==> config.mk <==
export PLATFORM = sky130hd
export DESIGN_NAME = inst_decode
export DESIGN_NICKNAME = d
export VERILOG_FILES = /design/src/logic/rv_core_pkg.sv /design/src/logic/inst_decode.sv
export VERILOG_INCLUDE_DIRS = /design/src /design/src/logic
export SDC_FILE = /design/constraint.sdc
export NUM_CORES = 1
export LEC_CHECK = 0
export BUFFER_PORTS_ARGS = -buffer_cell sky130_fd_sc_hd__buf_2
export CORE_ASPECT_RATIO = 1.25
export CORE_MARGIN = 2
export CORE_UTILIZATION = 41
export DETAILED_ROUTE_END_ITERATION = 7
export GPL_TIMING_DRIVEN = 0
export PLACE_DENSITY = 0.91
export SYNTH_ARGS = -nofsm -noshare
export SYNTH_HDL_FRONTEND = slang
export SYNTH_SLANG_ARGS = --single-unit
==> constraint.sdc <==
create_clock -name vclk -period 4.3
set_clock_uncertainty 0.1 [all_clocks]
set_input_delay 0.43 -clock vclk [all_inputs]
set_output_delay 0.43 -clock vclk [all_outputs]
set_load 0.03 [all_outputs]
==> src/logic/rv_core_macros.svh <==
// rv core sizing macros
// shared data width, register count, reset vector and data memory depth
// for the single-cycle rv32i subset core

`ifndef RV_CORE_MACROS_SVH
`define RV_CORE_MACROS_SVH

// data and address width
`define RV_XLEN 32

// architectural integer registers
`define RV_REG_COUNT 32

// fetch address after reset
`define RV_PC_RESET 32'h0000_0000

// data store depth in 32-bit words
`define RV_DMEM_WORDS 256

`endif

==> src/logic/rv_core_pkg.sv <==
// rv core shared types
// instruction format views overlaid on one fetched word
// plus the alu operation code passed from decode to execute

package rv_core_pkg;

  // register-register format
  typedef struct packed {
    logic [6:0] funct7;
    logic [4:0] rs2;
    logic [4:0] rs1;
    logic [2:0] funct3;
    logic [4:0] rd;
    logic [6:0] opcode;
  } inst_r_t;

  // immediate format, addi and lw
  typedef struct packed {
    logic [11:0] imm_11_0;
    logic [4:0]  rs1;
    logic [2:0]  funct3;
    logic [4:0]  rd;
    logic [6:0]  opcode;
  } inst_i_t;

  // store format
  typedef struct packed {
    logic [6:0] imm_11_5;
    logic [4:0] rs2;
    logic [4:0] rs1;
    logic [2:0] funct3;
    logic [4:0] imm_4_0;
    logic [6:0] opcode;
  } inst_s_t;

  // branch format with scattered offset bits
  typedef struct packed {
    logic       imm_12;
    logic [5:0] imm_10_5;
    logic [4:0] rs2;
    logic [4:0] rs1;
    logic [2:0] funct3;
    logic [3:0] imm_4_1;
    logic       imm_11;
    logic [6:0] opcode;
  } inst_b_t;

  // upper immediate format, jal slices live in imm_31_12 too
  typedef struct packed {
    logic [19:0] imm_31_12;
    logic [4:0]  rd;
    logic [6:0]  opcode;
  } inst_u_t;

  // one word, five ways to read it
  typedef union packed {
    inst_r_t r;
    inst_i_t i;
    inst_s_t s;
    inst_b_t b;
    inst_u_t u;
  } inst_word_u;

  typedef enum logic [2:0] {
    ALU_ADD  = 3'd0,
    ALU_SUB  = 3'd1,
    ALU_AND  = 3'd2,
    ALU_OR   = 3'd3,
    ALU_XOR  = 3'd4,
    ALU_PASS = 3'd5
  } alu_op_t;

endpackage

==> src/logic/inst_decode.sv <==
// instruction decoder
// splits the fetched word into register indices, immediate and control
// levels, and flags anything outside the supported subset as illegal

`include "rv_core_macros.svh"

module inst_decode import rv_core_pkg::*; (
  input  logic [31:0]        inst_data,
  output logic [4:0]         rs1,
  output logic [4:0]         rs2,
  output logic [4:0]         rd,
  output logic [`RV_XLEN-1:0] imm,
  output alu_op_t            alu_op,
  output logic               use_imm,
  output logic               use_pc,
  output logic               is_jal,
  output logic               is_beq,
  output logic               mem_read,
  output logic               mem_wen,
  output logic               reg_wen,
  output logic               is_ebreak,
  output logic               is_illegal
);

  localparam logic [6:0] OP_LUI    = 7'b0110111;
  localparam logic [6:0] OP_AUIPC  = 7'b0010111;
  localparam logic [6:0] OP_JAL    = 7'b1101111;
  localparam logic [6:0] OP_BRANCH = 7'b1100011;
  localparam logic [6:0] OP_LOAD   = 7'b0000011;
  localparam logic [6:0] OP_STORE  = 7'b0100011;
  localparam logic [6:0] OP_IMM    = 7'b0010011;
  localparam logic [6:0] OP_REG    = 7'b0110011;
  localparam logic [6:0] OP_SYSTEM = 7'b1110011;

  localparam logic [31:0] EBREAK_WORD = 32'h0010_0073;

  inst_word_u word;
  logic [19:0] j_bits;

  assign word   = inst_data;
  assign j_bits = word.u.imm_31_12;

  // register fields sit at the same spot in every format
  assign rs1 = word.r.rs1;
  assign rs2 = word.r.rs2;
  assign rd  = word.r.rd;

  // immediate format picked by opcode
  always_comb begin
    unique case (word.r.opcode)
      OP_IMM, OP_LOAD:
        imm = {{20{word.i.imm_11_0[11]}}, word.i.imm_11_0};
      OP_STORE:
        imm = {{20{word.s.imm_11_5[6]}}, word.s.imm_11_5, word.s.imm_4_0};
      OP_BRANCH:
        imm = {{19{word.b.imm_12}}, word.b.imm_12, word.b.imm_11,
               word.b.imm_10_5, word.b.imm_4_1, 1'b0};
      // jal offset bits are shuffled inside the upper field
      OP_JAL:
        imm = {{11{j_bits[19]}}, j_bits[19], j_bits[7:0], j_bits[8],
               j_bits[18:9], 1'b0};
      OP_LUI, OP_AUIPC:
        imm = {word.u.imm_31_12, 12'b0};
      default:
        imm = '0;
    endcase
  end

  always_comb begin
    // safe defaults, nothing written
    alu_op     = ALU_ADD;
    use_imm    = 1'b0;
    use_pc     = 1'b0;
    is_jal     = 1'b0;
    is_beq     = 1'b0;
    mem_read   = 1'b0;
    mem_wen    = 1'b0;
    reg_wen    = 1'b0;
    is_ebreak  = 1'b0;
    is_illegal = 1'b0;
    unique case (word.r.opcode)
      OP_LUI: begin
        alu_op  = ALU_PASS;
        use_imm = 1'b1;
        reg_wen = 1'b1;
      end
      OP_AUIPC: begin
        use_imm = 1'b1;
        use_pc  = 1'b1;
        reg_wen = 1'b1;
      end
      OP_JAL: begin
        is_jal  = 1'b1;
        reg_wen = 1'b1;
      end
      // only beq among branches
      OP_BRANCH: begin
        if (word.b.funct3 == 3'b000) is_beq = 1'b1;
        else is_illegal = 1'b1;
      end
      // lw only, word sized
      OP_LOAD: begin
        if (word.i.funct3 == 3'b010) begin
          use_imm  = 1'b1;
          mem_read = 1'b1;
          reg_wen  = 1'b1;
        end else begin
          is_illegal = 1'b1;
        end
      end
      OP_STORE: begin
        if (word.s.funct3 == 3'b010) begin
          use_imm = 1'b1;
          mem_wen = 1'b1;
        end else begin
          is_illegal = 1'b1;
        end
      end
      // addi only
      OP_IMM: begin
        if (word.i.funct3 == 3'b000) begin
          use_imm = 1'b1;
          reg_wen = 1'b1;
        end else begin
          is_illegal = 1'b1;
        end
      end
      OP_REG: begin
        reg_wen = 1'b1;
        unique case ({word.r.funct7, word.r.funct3})
          {7'b0000000, 3'b000}: alu_op = ALU_ADD;
          {7'b0100000, 3'b000}: alu_op = ALU_SUB;
          {7'b0000000, 3'b111}: alu_op = ALU_AND;
          {7'b0000000, 3'b110}: alu_op = ALU_OR;
          {7'b0000000, 3'b100}: alu_op = ALU_XOR;
          default: begin
            reg_wen    = 1'b0;
            is_illegal = 1'b1;
          end
        endcase
      end
      // ebreak must match the whole word
      OP_SYSTEM: begin
        if (inst_data == EBREAK_WORD) is_ebreak = 1'b1;
        else is_illegal = 1'b1;
      end
      default:
        is_illegal = 1'b1;
    endcase
  end

endmodule

== Yosys cells after proc, flatten, opt, wreduce, memory -nomap -nowiden ==
Index checks and enable logic that the tools add are counted.

* Reduce and logical (&&, ||, !) cells: 8
* Equal/unequal tests: 15
* Muxes and demuxes: 20

{| class="wikitable"
|+ Operators with widths
! kind !! count
|-
| $pmux 32 s5 || 1
|-
| $eq 32x21->1 const B || 1
|-
| $eq 10x3->1 const B || 3
|-
| $eq 7x6->1 const B || 3
|-
| $eq 7x7->1 const B || 3
|-
| $eq 7x5->1 const B || 2
|-
| $mux 1 || 14
|-
| $pmux 3 s4 || 1
|-
| $eq 10x9->1 const B || 1
|-
| $logic_not 10->1 || 1
|-
| $reduce_or 2->1 || 4
|-
| $eq 7x2->1 const B || 1
|-
| $pmux 3 s2 || 1
|-
| $pmux 1 s5 || 1
|-
| $reduce_or 5->1 || 1
|-
| $pmux 1 s4 || 1
|-
| $eq 3x2->1 const B || 1
|-
| $logic_not 3->1 || 1
|-
| $pmux 1 s3 || 1
|-
| $reduce_or 3->1 || 1
|}

* Register bits: 0
* Bits of input ports: 32
* Output and inout port bits: 59

== Depth between registers and ports, before layout ==
* Depth in word-level cells: 4
* Depth in mapped cells: 7
* Gate-level depth less buffers: 4

== Least setup slack after synthesis ==
Ideal clock, no wire load.

* Path type: in2out
* From: in inst_data[13]
* To: out reg_wen
* Slack: 1,915 ps
* Data required time: 3,770 ps
* Buffers on the path: 1
* Arrival time: 1,855 ps
* Stages: 5
* Cells stage by stage: clkbuf_1 -> nor4b_1 -> nand3b_1 -> nor2_1 -> or4_1

* Longest elaborated chain between the ends: 4

{| class="wikitable"
|+ Ends and longest elaborated chain
! what !! line !! source
|-
| from (decl) || inst_decode.sv:8 || <nowiki>input logic [31:0] inst_data,</nowiki>
|-
| $eq 10x3->1, or another cell as far along || inst_decode.sv:130 || <nowiki>unique case ({word.r.funct7, word.r.funct3})</nowiki>
|-
| $reduce_or 5->1 (no source line) || -- ||
|-
| $mux 1 || inst_decode.sv:130 ||
|-
| $pmux 1 s4 * || inst_decode.sv:81 || <nowiki>unique case (word.r.opcode)</nowiki>
|-
| to (decl) || inst_decode.sv:20 || <nowiki>output logic reg_wen,</nowiki>
|}

Mark *: on every way between the ends. The rest lies on a longest branch, timed or not.

== Worst setup path in the final report ==
* From: in inst_data[31]
* To: out is_illegal

* Longest elaborated chain between the ends: 4

{| class="wikitable"
|+ Ends and longest elaborated chain
! what !! line !! source
|-
| $eq 10x3->1, or another cell as far along || inst_decode.sv:130 ||
|-
| $reduce_or 5->1 (no source line) || -- ||
|-
| $mux 1 || inst_decode.sv:130 ||
|-
| $pmux 1 s5 * || inst_decode.sv:81 ||
|-
| to (decl) || inst_decode.sv:22 || <nowiki>output logic is_illegal</nowiki>
|}

Marked as above.

==> results.yml <==
worst_setup_path:
  cp_max_fo: 5
  crit_type: "primary input to output pin"
  cp.required_ps: 3770
  slowest_delay_ps: 610
  path_cells: "buf_2, nor4_1, nand3_1, o31ai_1, nand4_1, buf_2"
  cp.arrival_ps: 2010
  end_kind: "output pin"
  start_kind: "primary input"
  path_common_cell: "buf_2"
  cp_slowest_cell: "nor4_1"
synth:
  syn_avg_cell_area_sq_um: 6.70
  yosysUniqueCellTypes: 43
  ys_warn_count: 0
  synth_fp_nets: 167
  synth_common_cells: "a21o_1 (19), buf_4 (16), nor2_1 (13)"
  synth_top_cell_by_area: "a21o_1"
  netlist_instances: 135
  yosysMostFrequentCell: "a21o_1"
  yosysSeqAreaShare: 0
  synth_top_area_frac: 0.158
  syn_area_sq_um: 905
  synth.area.top_cells: "a21o_1 (16%), buf_4 (13%), nor2_1 (5.4%)"
placed_design:
  dp_cells: 244
  gp_congestion: 0.881
  numPortBuffers: 88
  hpwlAfterDp_mm: 2.81
cells_and_area:
  regArea_sq_um: 0
  area_growth_pct: 51.6
  fillCellCount: 191
  diodes: 0
  instances_no_fill: 244
  clkbuf_count: 0
  multiInputGateArea_sq_um: 707
  final_nets: 257
  seq_cell_count: 0
  layout-drive-gt1-share: 0.516
routing:
  vias_per_cell: 5.54
  wl_per_cell_um: 13.8
  remaining_drc_errors: 0
  drtPass1Iterations: 4
  vias: 1352
  routed_wl_mm: 3.36
  drt-initial-drc-count: 35
  drtAntennaViolNets: 0
power_and_ir_drop:
  p_total_w: 0.000111
  ir_worst_vdd_v: 0.0000449
  leakage_nw: 0.930
  power_density_nw_per_um2: 81.3
sta:
  final.period_utilization: 0.591
  relSlewSlack: 0.555
  rsz0062_at_grt: "no"
  drv_slew: 0
  setup_tns_ps: 0
  worst_pin_slew_ps: 661
  period_needed_ps: 2540
  final-hold-violation-count: 0
  finalSetupViolations: 0
  max_freq_mhz: 393
grt:
  grt_most_used_layer: "met2"
  use_met2: 0.423
  gr-total-overflow: 0
  use_met3: 0.0386
  grt_pass1_wl_mm: 4.80
  antenna_found_initial: 0
  grt_pass1_vias: 1138
  grt_usage: 0.228
  grt_max_degree: 11
  grtUsageMet1: 0.253
min_path:
  hold_path_class: "primary input to output pin"
  whs_path_depth: 3
clock_network:
  cts_resized: 0
  post-cts-setup-buffers: 0
  cts_hold_buf: 0
die:
  initial_core_util: 0.423
  dieHeight_um: 56.5
  rows: 19
  core_region_area_sq_um: 2140
  dieArea_sq_um: 2600
  die_width_um: 46.0
  ios: 91
run_status:
  status: "completed"
job:
  cap_violations: 0
-- metal layers --
layer,up-vias,wire [um]
li1,664,-
met1,612,1270
met2,68,1720
met3,8,321
met4,0,50
met5,-,0
-- where the power goes --
| group | internal (W) | leakage [nW] | total, W | switching [W] |
|---|---|---|---|---|
| logic | 0.0000431 | 0.930 | 0.000111 | 0.0000684 |
| registers | 0 | 0 | 0 | 0 |
| clock network | 0 | 0 | 0 | 0 |
-- worst max-delay path: cells and delay by family --
kind / cells / cell delay, ps
AOI/OAI and AO/OA: 1 / 340
buffers and inverters: 2 / 330
and+or+nand+nor: 3 / 900
-- final cells by class --
cell class,instances,area share
Inverter,5,0.0137
Timing Repair Buffer,88,0.321
Multi-Input combinational cell,105,0.516
Buffer,25,0.130
Tap cell,21,0.0192
-- final timing paths --
| path | start | end | slack, ps |
|---|---|---|---|
| max | inst_data[31] | is_illegal | 1760 |
| min | inst_data[10] | rd[3] | 1130 |
-- per-stage QoR --
step | hold WS [ps] | util | cell area [sq um] | setup slack [ps]
6_report | 1130 | 0.641 | 1370 | 1760
5_1_grt | 1150 | 0.641 | 1370 | 1690
4_1_cts | 1130 | 0.641 | 1370 | 1830
3_5_place_dp | 1130 | 0.641 | 1370 | 1840
3_3_place_gp | 1130 | 0.641 | 1370 | 1910
2_1_floorplan | 892 | - | 905 | 1910
-- logic make-up (layout without fill, tap and decap cells) --
family,Yosys count,after routing,share of synthesized area
AO/OA/AOI/OAI,42,42,0.376
buffers and inverters,30,118,0.219
AND/OR/NAND/NOR,63,63,0.405
-- placed cells by master, fill, tap and decap left out, types with 4 or more instances in the layout --
cell and instances:
a21o_1 19, a22o_1 4, and3_1 4, buf_2 90, buf_4 16, clkbuf_1 4, inv_1 5, nand2_1 6
nand3_1 4, nor2_1 13, nor2b_1 6, nor3_1 6, nor4_1 4
Power figures use the tool's default switching activity.
