[src/logic/rv_core_macros.svh]
// rv core sizing macros
// shared data width, register count, reset vector and data memory depth
// for the single-cycle rv32i subset core

`ifndef RV_CORE_MACROS_SVH
`define RV_CORE_MACROS_SVH

// data and address width
`define RV_XLEN 32

// architectural integer registers
`define RV_REG_COUNT 32

// fetch address after reset
`define RV_PC_RESET 32'h0000_0000

// data store depth in 32-bit words
`define RV_DMEM_WORDS 256

`endif

[src/logic/rv_core_pkg.sv]
// rv core shared types
// instruction format views overlaid on one fetched word
// plus the alu operation code passed from decode to execute

package rv_core_pkg;

  // register-register format
  typedef struct packed {
    logic [6:0] funct7;
    logic [4:0] rs2;
    logic [4:0] rs1;
    logic [2:0] funct3;
    logic [4:0] rd;
    logic [6:0] opcode;
  } inst_r_t;

  // immediate format, addi and lw
  typedef struct packed {
    logic [11:0] imm_11_0;
    logic [4:0]  rs1;
    logic [2:0]  funct3;
    logic [4:0]  rd;
    logic [6:0]  opcode;
  } inst_i_t;

  // store format
  typedef struct packed {
    logic [6:0] imm_11_5;
    logic [4:0] rs2;
    logic [4:0] rs1;
    logic [2:0] funct3;
    logic [4:0] imm_4_0;
    logic [6:0] opcode;
  } inst_s_t;

  // branch format with scattered offset bits
  typedef struct packed {
    logic       imm_12;
    logic [5:0] imm_10_5;
    logic [4:0] rs2;
    logic [4:0] rs1;
    logic [2:0] funct3;
    logic [3:0] imm_4_1;
    logic       imm_11;
    logic [6:0] opcode;
  } inst_b_t;

  // upper immediate format, jal slices live in imm_31_12 too
  typedef struct packed {
    logic [19:0] imm_31_12;
    logic [4:0]  rd;
    logic [6:0]  opcode;
  } inst_u_t;

  // one word, five ways to read it
  typedef union packed {
    inst_r_t r;
    inst_i_t i;
    inst_s_t s;
    inst_b_t b;
    inst_u_t u;
  } inst_word_u;

  typedef enum logic [2:0] {
    ALU_ADD  = 3'd0,
    ALU_SUB  = 3'd1,
    ALU_AND  = 3'd2,
    ALU_OR   = 3'd3,
    ALU_XOR  = 3'd4,
    ALU_PASS = 3'd5
  } alu_op_t;

endpackage

[src/logic/alu_execute.sv]
// execute stage
// picks operands, runs the alu, resolves beq and
// produces the next fetch address and the link address

`include "rv_core_macros.svh"

module alu_execute import rv_core_pkg::*; (
  input  logic [`RV_XLEN-1:0] pc,
  input  logic [`RV_XLEN-1:0] rdata_1,
  input  logic [`RV_XLEN-1:0] rdata_2,
  input  logic [`RV_XLEN-1:0] imm,
  input  alu_op_t             alu_op,
  input  logic                use_imm,
  input  logic                use_pc,
  input  logic                is_jal,
  input  logic                is_beq,
  output logic [`RV_XLEN-1:0] alu_result,
  output logic [`RV_XLEN-1:0] link_addr,
  output logic [`RV_XLEN-1:0] next_pc
);

  logic [`RV_XLEN-1:0] operand_1;
  logic [`RV_XLEN-1:0] operand_2;
  logic [`RV_XLEN-1:0] seq_pc;
  logic [`RV_XLEN-1:0] target_pc;
  logic                beq_taken;
  logic                redirect;

  // auipc adds to the pc
  assign operand_1 = use_pc ? pc : rdata_1;
  // immediate forms replace rs2
  assign operand_2 = use_imm ? imm : rdata_2;

  always_comb begin
    unique case (alu_op)
      ALU_ADD:  alu_result = operand_1 + operand_2;
      ALU_SUB:  alu_result = operand_1 - operand_2;
      ALU_AND:  alu_result = operand_1 & operand_2;
      ALU_OR:   alu_result = operand_1 | operand_2;
      ALU_XOR:  alu_result = operand_1 ^ operand_2;
      // lui just forwards the shifted immediate
      ALU_PASS: alu_result = operand_2;
      default:  alu_result = '0;
    endcase
  end

  // sequential and branch targets
  assign seq_pc    = pc + `RV_XLEN'd4;
  assign target_pc = pc + imm;

  // beq compares the raw register values
  assign beq_taken = is_beq && (rdata_1 == rdata_2);
  assign redirect  = is_jal || beq_taken;

  assign next_pc   = redirect ? target_pc : seq_pc;
  // jal writes the return address
  assign link_addr = seq_pc;

  // fetch must stay on word boundaries
  always_comb begin
    assert final (next_pc[1:0] == 2'b00)
      else $error("misaligned next pc %h from pc %h", next_pc, pc);
  end

endmodule

[config.mk]
export PLATFORM = sky130hd
export DESIGN_NAME = alu_execute
export DESIGN_NICKNAME = d
export VERILOG_FILES = /design/src/logic/rv_core_pkg.sv /design/src/logic/alu_execute.sv
export VERILOG_INCLUDE_DIRS = /design/src /design/src/logic
export SDC_FILE = /design/constraint.sdc
export NUM_CORES = 1
export LEC_CHECK = 0
export ABC_AREA = 1
export BUFFER_PORTS_ARGS = -buffer_cell sky130_fd_sc_hd__buf_4
export CAP_MARGIN = 20
export CELL_PAD_IN_SITES_DETAIL_PLACEMENT = 1
export CELL_PAD_IN_SITES_GLOBAL_PLACEMENT = 2
export CORE_UTILIZATION = 25
export DETAILED_ROUTE_END_ITERATION = 10
export MAX_ROUTING_LAYER = met4
export PLACE_DENSITY_LB_ADDON = 0.05
export SETUP_SLACK_MARGIN = 0.1
export SLEW_MARGIN = 40
export SYNTH_ARGS = -nofsm -noshare
export SYNTH_HDL_FRONTEND = slang
export SYNTH_SLANG_ARGS = --single-unit
[constraint.sdc]
create_clock -name vclk -period 4.5
set_input_delay 0.9 -clock vclk [all_inputs]
set_output_delay 0.9 -clock vclk [all_outputs]
set_load 0.005 [all_outputs]
==> Yosys cells after proc, flatten, opt, wreduce, memory -nomap -nowiden <==
Index checks and enable logic that the tools add are counted.
{ "word_totals": {"regBits": 0, "out_inout_bits": 96} }
{ "op_classes": {"addsub": 4, "n_eq_ne": 6, "muxes": 4, "n_bitwise": 3, "n_reduce_logical": 3} }
{ "ops": {"columns": ["op", "n"], "rows": [
  ["$pmux 32 s6", 1],
  ["$mux 32", 3],
  ["$add 32x32->32", 2],
  ["$add 32x3->32 const B", 1],
  ["$and 32x32->32", 1],
  ["$eq 32x32->1", 1],
  ["$or 32x32->32", 1],
  ["$sub 32x32->32", 1],
  ["$xor 32x32->32", 1],
  ["$eq 3x2->1 const B", 2],
  ["$eq 3x3->1 const B", 2],
  ["$eq 3x1->1 const B", 1],
  ["$logic_not 3->1", 1],
  ["$logic_and 1x1->1", 1],
  ["$logic_or 1x1->1", 1]
]} }

==> Depth between registers and ports, before layout <==
Gate-level depths: netlist (run 1).
{ "depth": {"ltp_word": 4, "depth_mapped": 27, "depth_no_buf": 25} }

==> Least setup slack after synthesis (run 1) <==
Ideal clock, no wire load.
{ "synth_timing": {"path_kind": "input port to output port", "from": "input port use_imm", "to": "output port alu_result[23]", "arrival_ps": 3566, "required_ps": 3600, "path_slack_ps": 34, "path_stages": 23, "n_path_buf": 2, "cell_sequence": "buf_6 inv_6 buf_6 nand2_1 o21ai_1 ha_1 nand3_2 nor2_2 nand2_2 nor2_4 a21oi_1 xor2_1 ha_1 nand2_1 nor2_1 inv_1 nor2_1 nand2_1 nand2_1 a21oi_1 or2_2 nand3_1 nand2_1"} }
{ "synth_between": {"elab_chain_cells": 3, "word_cells_on_any_way": 7, "cone_classes": "2 x add/sub; 2 x mux; 3 x bitwise"} }
{ "synth_lines": {"columns": ["item", "line_no", "source"], "rows": [
  ["from (decl)", "alu_execute.sv:13", "input logic use_imm,"],
  ["$mux 32 *", "alu_execute.sv:32", "assign operand_2 = use_imm ? imm : rdata_2;"],
  ["$sub 32x32->32, or another cell as far along", "alu_execute.sv:37", "ALU_SUB: alu_result = operand_1 - operand_2;"],
  ["$pmux 32 s6 *", "alu_execute.sv:35", "unique case (alu_op)"],
  ["to (decl)", "alu_execute.sv:17", "output logic [`RV_XLEN-1:0] alu_result,"]
]} }
Every way passes the cells marked *; elsewhere a longest branch is shown, timed or not.

==> Final worst setup path (run 1) <==
{ "layout_timing": {"from": "input port use_imm", "to": "output port alu_result[20]"} }
Same word-level chain as after synthesis.

==> summary.md, run 1 <==
| Metric | Value |
|---|---|
| Initial Util | 0.256 |
| DP HPWL | 45400 um |
| Min Tclk post-route | 4.79 ns |
| Worst Setup SP | use_imm |
| Max Cap Viol | 0 |
| Ant diodes | 0 |
| Core Util, Final | 0.421 |
| Synthesized cell area | 0.00947 sq mm |
| Grt total ovfl | 0 |
| Tcrit/Tclk final | 1.06 |
| IO buf count | 231 |
| Layout cells sized above 1 | 0.376 |
| Die outline width | 197 um |
| Failing checks | setup timing |
| DIE HEIGHT | 197 um |
| Worst hold path class | in -> out |
| CP required | 3.60 ns |
| Global-route met1 utilization | 0.343 |
| Slew headroom | 0.537 |
| DRC Markers | 0 |
| Number of antenna violations at the first check in global routing | 0 |
| Largest net degree at the start of global routing | 33 |
| Seq. cell area | 0 sq um |
| Total number of yosys warnings | 0 |
| Io pins | 231 |
| Slew Viols, Final | 0 |
| Vias in the first global route | 14333 |
| First-pass DRT Iterations | 4 |
| Initial DRC Count | 505 |
| Met3 track demand over resource | 0.0154 |
| PnR worst setup slack | -0.289 ns |
| GRT busiest layer | met2 |
| Crit Path Max Fanout | 22 |
| Global-route wire length before repair | 79800 um |
| Vias | 13499 |
| Hold Startpoint | pc[0] |
| Synth cell types | 46 |
| Total wire length | 53000 um |
| Mapped Avg Cell Area | 5.28 sq um |
| Post-synthesis sequential area ratio | 0 |
| Max Fclk | 209 MHz |
| Seq_cells | 0 |
| GRT met2 Usage | 0.488 |
| Clock buffers | 0 |
| Die area | 0.0387 sq mm |
| Tot Pwr | 2.47 mW |
| Power density over cell area | 159 mW/mm^2 |
| Final setup vio count | 21 |
| Gr usage total | 0.276 |
| Area Growth Syn to Fin | 64.3% |
| Nets@finish | 2564 |
| Routed Antenna Nets | 0 |
| Post-synthesis cell count | 1794 |
| Core Area | 0.0370 sq mm |
| WP data arrival | 3.89 ns |
| Syn nets | 2059 |
| Leak pwr | 8.17 nW |
| Crit end category | output port |
| Avg WL per Cell | 18.9 um |
| Max VDD drop | 0.0000533 V |
| Status | complete, but fails checks |
| RSZ-0062 raised after global routing | true |
| Critical setup path kind | in -> out |
| Final Hold Fails | 0 |
| GP Congestion | 0.924 |
| Via density | 4.82 |
| Worst-margin pin slew | 0.694 ns |
| Cell Rows | 70 |
| Startpoint types | primary input |
per-stage QoR:
stage	instance area, sq um	worst slack [ns]	TNS [ns]	hold slack (ns)	cells
global placement	13700	-0.667	-8.31	1.99	2755
finish	15600	-0.289	-3.17	1.99	2801
detailed placement	13700	-0.720	-9.82	1.99	2756
global route	15600	-0.499	-7.76	2.01	2801
floorplan	9490	0.100	0	1.83	1794
CTS	15000	-0.294	-3.16	1.99	2794
power by group:
group	switching [mW]	total, mW	internal (mW)
clock	0	0	0
combinational	1.35	2.47	1.12
sequential	0	0	0
total	1.35	2.47	1.12
metal layers:
metal | part of all wire | routed length, um | up-vias
met4 | 0.028 | 1470 | 0
li1 | - | - | 6786
met3 | 0.034 | 1820 | 66
met5 | 0 | 0 | -
met2 | 0.48 | 25600 | 281
met1 | 0.46 | 24100 | 6366
cells in the mapped netlist, types with 19 or more instances:
library cell	count	area [sq um]
nor2_1	151	567
inv_1	265	995
ha_1	128	1600
xor2_1	70	613
o21ai_0	122	611
clkbuf_1	24	90.1
nand3_1	88	440
nor3_1	28	140
a21oi_1	93	465
nand2_2	19	119
nand4_1	25	156
nand2_1	597	2240
timing repair:
item,4_1_cts,5_1_grt
gates resized for setup,280,109
hold buffers,0,0
setup buffers,34,8
setup endpoints to repair,27,32
pin swaps,106,39
cloned,5,0
path summary, 6_finish.rpt:
kind | to | slack (ns) | cells past startpoint
max | alu_result[20] | -0.29 | 25
min | link_addr[0] | 1.99 | 2
area by class of cell:
cell class / instances / area [sq um]
Fill cell: 5048 / 21400
Inverter: 269 / 1020
Multi-Input combinational cell: 1481 / 9530
Tap cell: 504 / 631
Timing Repair Buffer: 546 / 4370
Timing Repair inverter: 1 / 11.3
critical path, cell delays in order:
cell,delay [ns]
buf_16,0.14
inv_12,0.08
buf_12,0.15
nand2_1,0.08
nand2_2,0.10
nand2_2,0.09
buf_4,0.14
inv_1,0.05
nand2_1,0.05
nor2_1,0.11
nand2_2,0.14
nand2_2,0.12
xor2_1,0.16
ha_1,0.27
buf_4,0.18
nand2_2,0.14
nor2_2,0.07
inv_1,0.10
nor2_4,0.07
nand4_1,0.08
nand3_2,0.11
or2_2,0.28
nand3_1,0.07
nand2_1,0.05
buf_4,0.15
cell usage in the layout (no fill, tap or decap), drive strengths merged, types with 15 or more instances in the layout:
master,n
a21oi,93
a22oi,16
buf,544
ha,128
inv,269
nand2,616
nand3,92
nand4,25
nor2,164
nor3,32
o21ai,139
xnor2,15
xor2,70
logic make-up after synthesis:
| family | Yosys count | synth area share |
|---|---|---|
| and+or+nand+nor | 956 | 0.425 |
| AOI/OAI and AO/OA | 310 | 0.189 |
| buffers and inverters | 313 | 0.134 |
| xor gates and xnor gates | 85 | 0.0786 |
| adders and majority gates | 130 | 0.173 |
No activity file was read; power rests on OpenSTA's default activity.
==> inputs of run 2 (changes only) <==
==> constraint.sdc (replaced) <==
create_clock -name vclk -period 4.5
set_input_delay 0.9 -clock vclk [all_inputs]
set_output_delay 0.9 -clock vclk [all_outputs]
set_load 0.02 [all_outputs]
==> run 2 against run 1 <==
Net effect:
- core utilization rose by 2.2 points
- the flow still finishes with violations (setup timing)
- critical path type unchanged
- critical endpoint is now alu_result[15]
- worst hold slack improved by 0.036 ns
- cell count rose by 1.6%
- die area stayed put
==> summary.md, run 2 (synthesized netlist as in run 1, its figures left out) <==
| Metric | Value |
|---|---|
| Max Cap Viol | 0 (unchanged) |
| Nets@finish | 2609 (was 2564) |
| Ant diodes | 0 (unchanged) |
| Startpoint types | primary input (unchanged) |
| Vias in the first global route | 14332 (was 14333) |
| Most frequent cells in the layout | buf_4, nand2_1, inv_1 (unchanged) |
| Final Hold Fails | 0 (unchanged) |
| Min Tclk post-route | 4.93 ns (was 4.79 ns) |
| Fill count | 4953 (was 5048) |
| Gr usage total | 0.285 (was 0.276) |
| Failing checks | setup timing (unchanged) |
| Worst hold path class | in -> out (unchanged) |
| Hold Startpoint | pc[0] (unchanged) |
| PnR worst setup slack | -0.433 ns (was -0.289 ns) |
| Via density | 4.88 (was 4.82) |
| Final setup vio count | 22 (was 21) |
| GP Congestion | 0.931 (was 0.924) |
| Avg WL per Cell | 19.7 um (was 18.9 um) |
| Area Growth Syn to Fin | 72.9% (was 64.3%) |
| Slew Viols, Final | 0 (unchanged) |
| Grt total ovfl | 0 (unchanged) |
| Die outline width | 197 um (unchanged) |
| CP required | 3.60 ns (about the same) |
| DP HPWL | 47000 um (was 45400 um) |
| Leak pwr | 8.53 nW (was 8.17 nW) |
| Multi-input logic area | 0.00993 sq mm (was 0.00953 sq mm) |
| Worst Hold Depth | 2 (unchanged) |
| Max VDD drop | 0.0000837 V (was 0.0000533 V) |
| Max Fclk | 203 MHz (was 209 MHz) |
| Io pins | 231 (unchanged) |
| Largest net degree at the start of global routing | 33 (unchanged) |
| Worst Setup SP | use_imm (unchanged) |
| Clock buffers | 0 (unchanged) |
| Power density over cell area | 176 mW/mm^2 (was 159 mW/mm^2) |
| Worst-margin pin slew | 0.749 ns (was 0.694 ns) |
| Commonest non-fill, non-tap cell in the layout | buf_4 (unchanged) |
| Slew headroom | 0.500 (was 0.537) |
| First-pass DRT Iterations | 5 (was 4) |
| Core Area | 0.0370 sq mm (unchanged) |
| Status | complete, but fails checks (unchanged) |
| Routed Antenna Nets | 0 (unchanged) |
| Crit end category | output port (unchanged) |
| Seq. cell area | 0 sq um (unchanged) |
| Critical setup path kind | in -> out (unchanged) |
| DRC Markers | 0 (unchanged) |
| Hold_ws | 2.02 ns (was 1.99 ns) |
| IO buf count | 231 (unchanged) |
| Cell Rows | 70 (unchanged) |
| RSZ-0062 raised after global routing | true (unchanged) |
| DIE HEIGHT | 197 um (unchanged) |
| Seq_cells | 0 (unchanged) |
| Vias | 13880 (was 13499) |
| Tcrit/Tclk final | 1.10 (was 1.06) |
| Global-route wire length before repair | 81900 um (was 79800 um) |
| Core Util, Final | 0.443 (was 0.421) |
| Number of antenna violations at the first check in global routing | 0 (unchanged) |
| Initial DRC Count | 497 (was 505) |
| Total wire length | 56200 um (was 53000 um) |
| Initial Util | 0.256 (unchanged) |
| Layout cells sized above 1 | 0.414 (was 0.376) |
| WP data arrival | 4.03 ns (was 3.89 ns) |
| Crit Path Max Fanout | 10 (was 22) |
| Die area | 0.0387 sq mm (unchanged) |
## run 2: cell type report
| type | instances | share of cell area |
|---|---|---|
| Inverter | 269 | 0.0624 |
| Multi-Input combinational cell | 1481 | 0.607 |
| Tap cell | 504 | 0.0385 |
| Timing Repair Buffer | 591 | 0.292 |
| Timing Repair inverter | 1 | 0.000688 |
## run 2: critical path, cell delays in order
cell	delay, ns
buf_16	0.12
inv_8	0.06
o21ai_4	0.19
ha_4	0.18
nand3_4	0.09
nor2_4	0.14
nand2_4	0.09
nor2_4	0.21
nand2_2	0.12
nand2_2	0.09
xor2_1	0.18
ha_2	0.35
buf_6	0.15
nand2_8	0.07
nor2_4	0.05
buf_4	0.14
a21oi_4	0.15
nand2_4	0.11
or2_2	0.28
nand3_1	0.08
o2111ai_2	0.11
buf_6	0.16
## run 2: worst paths after layout
kind,endpoint,slack (ns)
setup / recovery,alu_result[15],-0.43
hold / removal,link_addr[0],2.02
## run 2: per-stage QoR
step,instance area (sq um),setup slack (ns),setup TNS (ns),std cells,total power [mW]
floorplan,9550,0.0829,0,1794,1.13
global placement,13900,-0.618,-10.07,2781,2.21
detailed placement,14000,-0.709,-11.44,2782,2.24
CTS,15300,-0.366,-5.01,2819,2.59
global route,16400,-0.597,-9.08,2846,3.11
finish,16400,-0.433,-6.42,2846,2.89
## run 2: timing repair
item / CTS / global route
setup endpoints to repair: 27 / 27
hold endpoints to repair: 0 / 0
pin swaps: 109 / 129
setup buffers: 34 / 27
resized for setup: 271 / 230
gates cloned: 4 / 0
hold buffers: 0 / 0
## run 2: power breakdown
group          internal (mW)  switching, mW
combinational           1.27           1.62
clock                      0              0
sequential                 0              0
total                   1.27           1.62
## run 2: per-layer routing
metal / up-vias / GRT usage / part of all wire
met5: - / - / 0
met4: 0 / 0.0678 / 0.027
met3: 55 / 0.0221 / 0.039
met2: 292 / 0.505 / 0.50
met1: 6649 / 0.350 / 0.44
li1: 6884 / - / -
==> inputs of run 3 (changes only) <==
--- a/config.mk
+++ b/config.mk
@@ -16,7 +16,7 @@
 export MAX_ROUTING_LAYER = met4
 export PLACE_DENSITY_LB_ADDON = 0.05
 export SETUP_SLACK_MARGIN = 0.1
-export SLEW_MARGIN = 40
+export SLEW_MARGIN = 25
 export SYNTH_ARGS = -nofsm -noshare
 export SYNTH_HDL_FRONTEND = slang
 export SYNTH_SLANG_ARGS = --single-unit
==> constraint.sdc (replaced) <==
create_clock -name vclk -period 4.39
set_input_delay 0.878 -clock vclk [all_inputs]
set_output_delay 0.878 -clock vclk [all_outputs]
set_load 0.02 [all_outputs]
==> run 3 against run 2 <==
Net effect:
- the flow still finishes with violations (setup timing)
- total power is 1.7% higher
- first-iteration DRC count is 15% higher
- global-route usage is 0.31 points lower
- worst hold slack worse by 0.045 ns
- critical path depth is 1 higher
- combinational power is 2% higher
- largest cell class unchanged
==> summary.md, run 3 (synthesized netlist as in run 1, its figures left out) <==
| Metric | Value |
|---|---|
| Vias in the first global route | 14304 (was 14332) |
| Grt total ovfl | 0 (unchanged) |
| Initial DRC Count | 573 (was 497) |
| Seq. cell area | 0 sq um (unchanged) |
| Routed Antenna Nets | 0 (unchanged) |
| Nets@finish | 2646 (was 2609) |
| Gr usage total | 0.282 (was 0.285) |
| Tot Pwr | 2.94 mW (was 2.89 mW) |
| Max Fclk | 207 MHz |
| Tcrit/Tclk final | 1.10 |
| Seq_cells | 0 (unchanged) |
| WP data arrival | 3.96 ns (was 4.03 ns) |
| Initial Util | 0.256 (unchanged) |
| Layout cells sized above 1 | 0.425 (was 0.414) |
| Io pins | 231 (unchanged) |
| Die outline width | 197 um (unchanged) |
| Global-route wire length before repair | 81200 um (was 81900 um) |
| Status | complete, but fails checks (unchanged) |
| Failing checks | setup timing (unchanged) |
| Crit path cell chain | buf_16 > buf_4 > nand2_1 > nand2_2 > nand3_4 > nor2_4 > nand2_4 > nor2_4 > nand3_2 > o21ai_2 > xor2_1 > ha_1 > buf_6 > nand2_2 > nor2_2 > nand2_1 > buf_4 > nor2_1 > nor2_1 > nand2_1 > o21ai_2 > o21ai_2 > buf_6 (was buf_16 > inv_8 > o21ai_4 > ha_4 > nand3_4 > nor2_4 > nand2_4 > nor2_4 > nand2_2 > nand2_2 > xor2_1 > ha_2 > buf_6 > nand2_8 > nor2_4 > buf_4 > a21oi_4 > nand2_4 > or2_2 > nand3_1 > o2111ai_2 > buf_6) |
| Final Hold Fails | 0 (unchanged) |
| Via density | 4.81 (was 4.88) |
| Vias | 13853 (was 13880) |
| Startpoint types | primary input (unchanged) |
| Final setup vio count | 22 (unchanged) |
| DIE HEIGHT | 197 um (unchanged) |
| Min Tclk post-route | 4.84 ns |
| Max Cap Viol | 0 (unchanged) |
| RSZ-0062 raised after global routing | true (unchanged) |
| Crit end category | output port (unchanged) |
| Largest net degree at the start of global routing | 40 (was 33) |
| Leak pwr | 8.69 nW (was 8.53 nW) |
| Cell Rows | 70 (unchanged) |
| DP HPWL | 47100 um (was 47000 um) |
| Avg WL per Cell | 19.3 um (was 19.7 um) |
| GP Congestion | 0.918 (was 0.931) |
| CTS Hold Buffers Added | 0 (unchanged) |
| PnR worst setup slack | -0.450 ns (was -0.433 ns) |
| Fill count | 4941 (was 4953) |
| Crit Path Max Fanout | 7 (was 10) |
| Worst Hold Depth | 2 (unchanged) |
| Critical setup path kind | in -> out (unchanged) |
| Most frequent cells in the layout | buf_4, nand2_1, inv_1 (unchanged) |
| Area Growth Syn to Fin | 76.0% (was 72.9%) |
| Commonest non-fill, non-tap cell in the layout | buf_4 (unchanged) |
| Die area | 0.0387 sq mm (unchanged) |
| CP required | 3.51 ns (was 3.60 ns) |
| Worst hold path class | in -> out (unchanged) |
| Multi-input logic area | 0.00992 sq mm (was 0.00993 sq mm) |
| Crit-path slowest cell | ha_1 (was ha_2) |
| Core Area | 0.0370 sq mm (unchanged) |
| IO buf count | 231 (unchanged) |
| Total wire length | 55500 um (was 56200 um) |
| First-pass DRT Iterations | 5 (unchanged) |
| DRC Markers | 0 (unchanged) |
| Hold_ws | 1.98 ns (was 2.02 ns) |
| Slew headroom | 0.421 (was 0.500) |
| Worst-margin pin slew | 0.868 ns (was 0.749 ns) |
| Max VDD drop | 0.0000935 V (was 0.0000837 V) |
| Number of antenna violations at the first check in global routing | 1 (was 0) |
| Worst path max stage delay | 0.35 ns (about the same) |
| Clock buffers | 0 (unchanged) |
| Power density over cell area | 176 mW/mm^2 (about the same) |
| Ant diodes | 0 (unchanged) |
| Slew Viols, Final | 0 (unchanged) |
==> run 3: per-layer routing <==
layer	share of wire	track usage
met5	0	-
met4	0.017	0.0416
met3	0.046	0.0318
met2	0.50	0.512
met1	0.43	0.339
==> run 3: path summary, 6_finish.rpt <==
| path | startpoint | end | slack, ns |
|---|---|---|---|
| setup / recovery | use_imm | alu_result[27] | -0.45 |
| hold / removal | pc[0] | link_addr[0] | 1.98 |
==> run 3: final cells by class <==
type               instances  area share
inverters                269      0.0619
multi-input cells       1481       0.595
well taps                504      0.0378
repair buffers           628       0.305
repair inverters           1    0.000525
==> run 3: power by group <==
group | leakage (nW) | switching (mW) | internal [mW]
Combinational | 8.69 | 1.62 | 1.31
Clock | 0 | 0 | 0
Sequential | 0 | 0 | 0
==> run 3: metrics by stage <==
step                      std cells  TNS [ns]  area [sq um]  utilization  worst slack, ns
after floorplan                1794         0          9620            -          0.00675
after global placement         2827    -11.87         14400        0.389           -0.695
after detailed placement       2827    -13.21         14400        0.389           -0.760
after CTS                      2857     -5.74         15500        0.420           -0.403
after global routing           2883    -10.94         16700        0.451           -0.652
final                          2883     -6.74         16700        0.451           -0.450
==> run 3: critical path, delay by kind of cell <==
family | cells | cell delay, ns
adders and majority gates | 1 | 0.35
AOI/OAI and AO/OA | 3 | 0.42
and+or+nand+nor | 13 | 1.50
buffers and inverters | 5 | 0.71
xor gates and xnor gates | 1 | 0.09
==> run 3: what timing repair did <==
action / 4_1_cts / 5_1_grt
buffers inserted: 27 / 27
gates cloned: 3 / 1
hold endpoints to repair: 0 / 0
pin swaps: 61 / 103
gates resized for setup: 252 / 224
setup endpoints to repair: 28 / 27
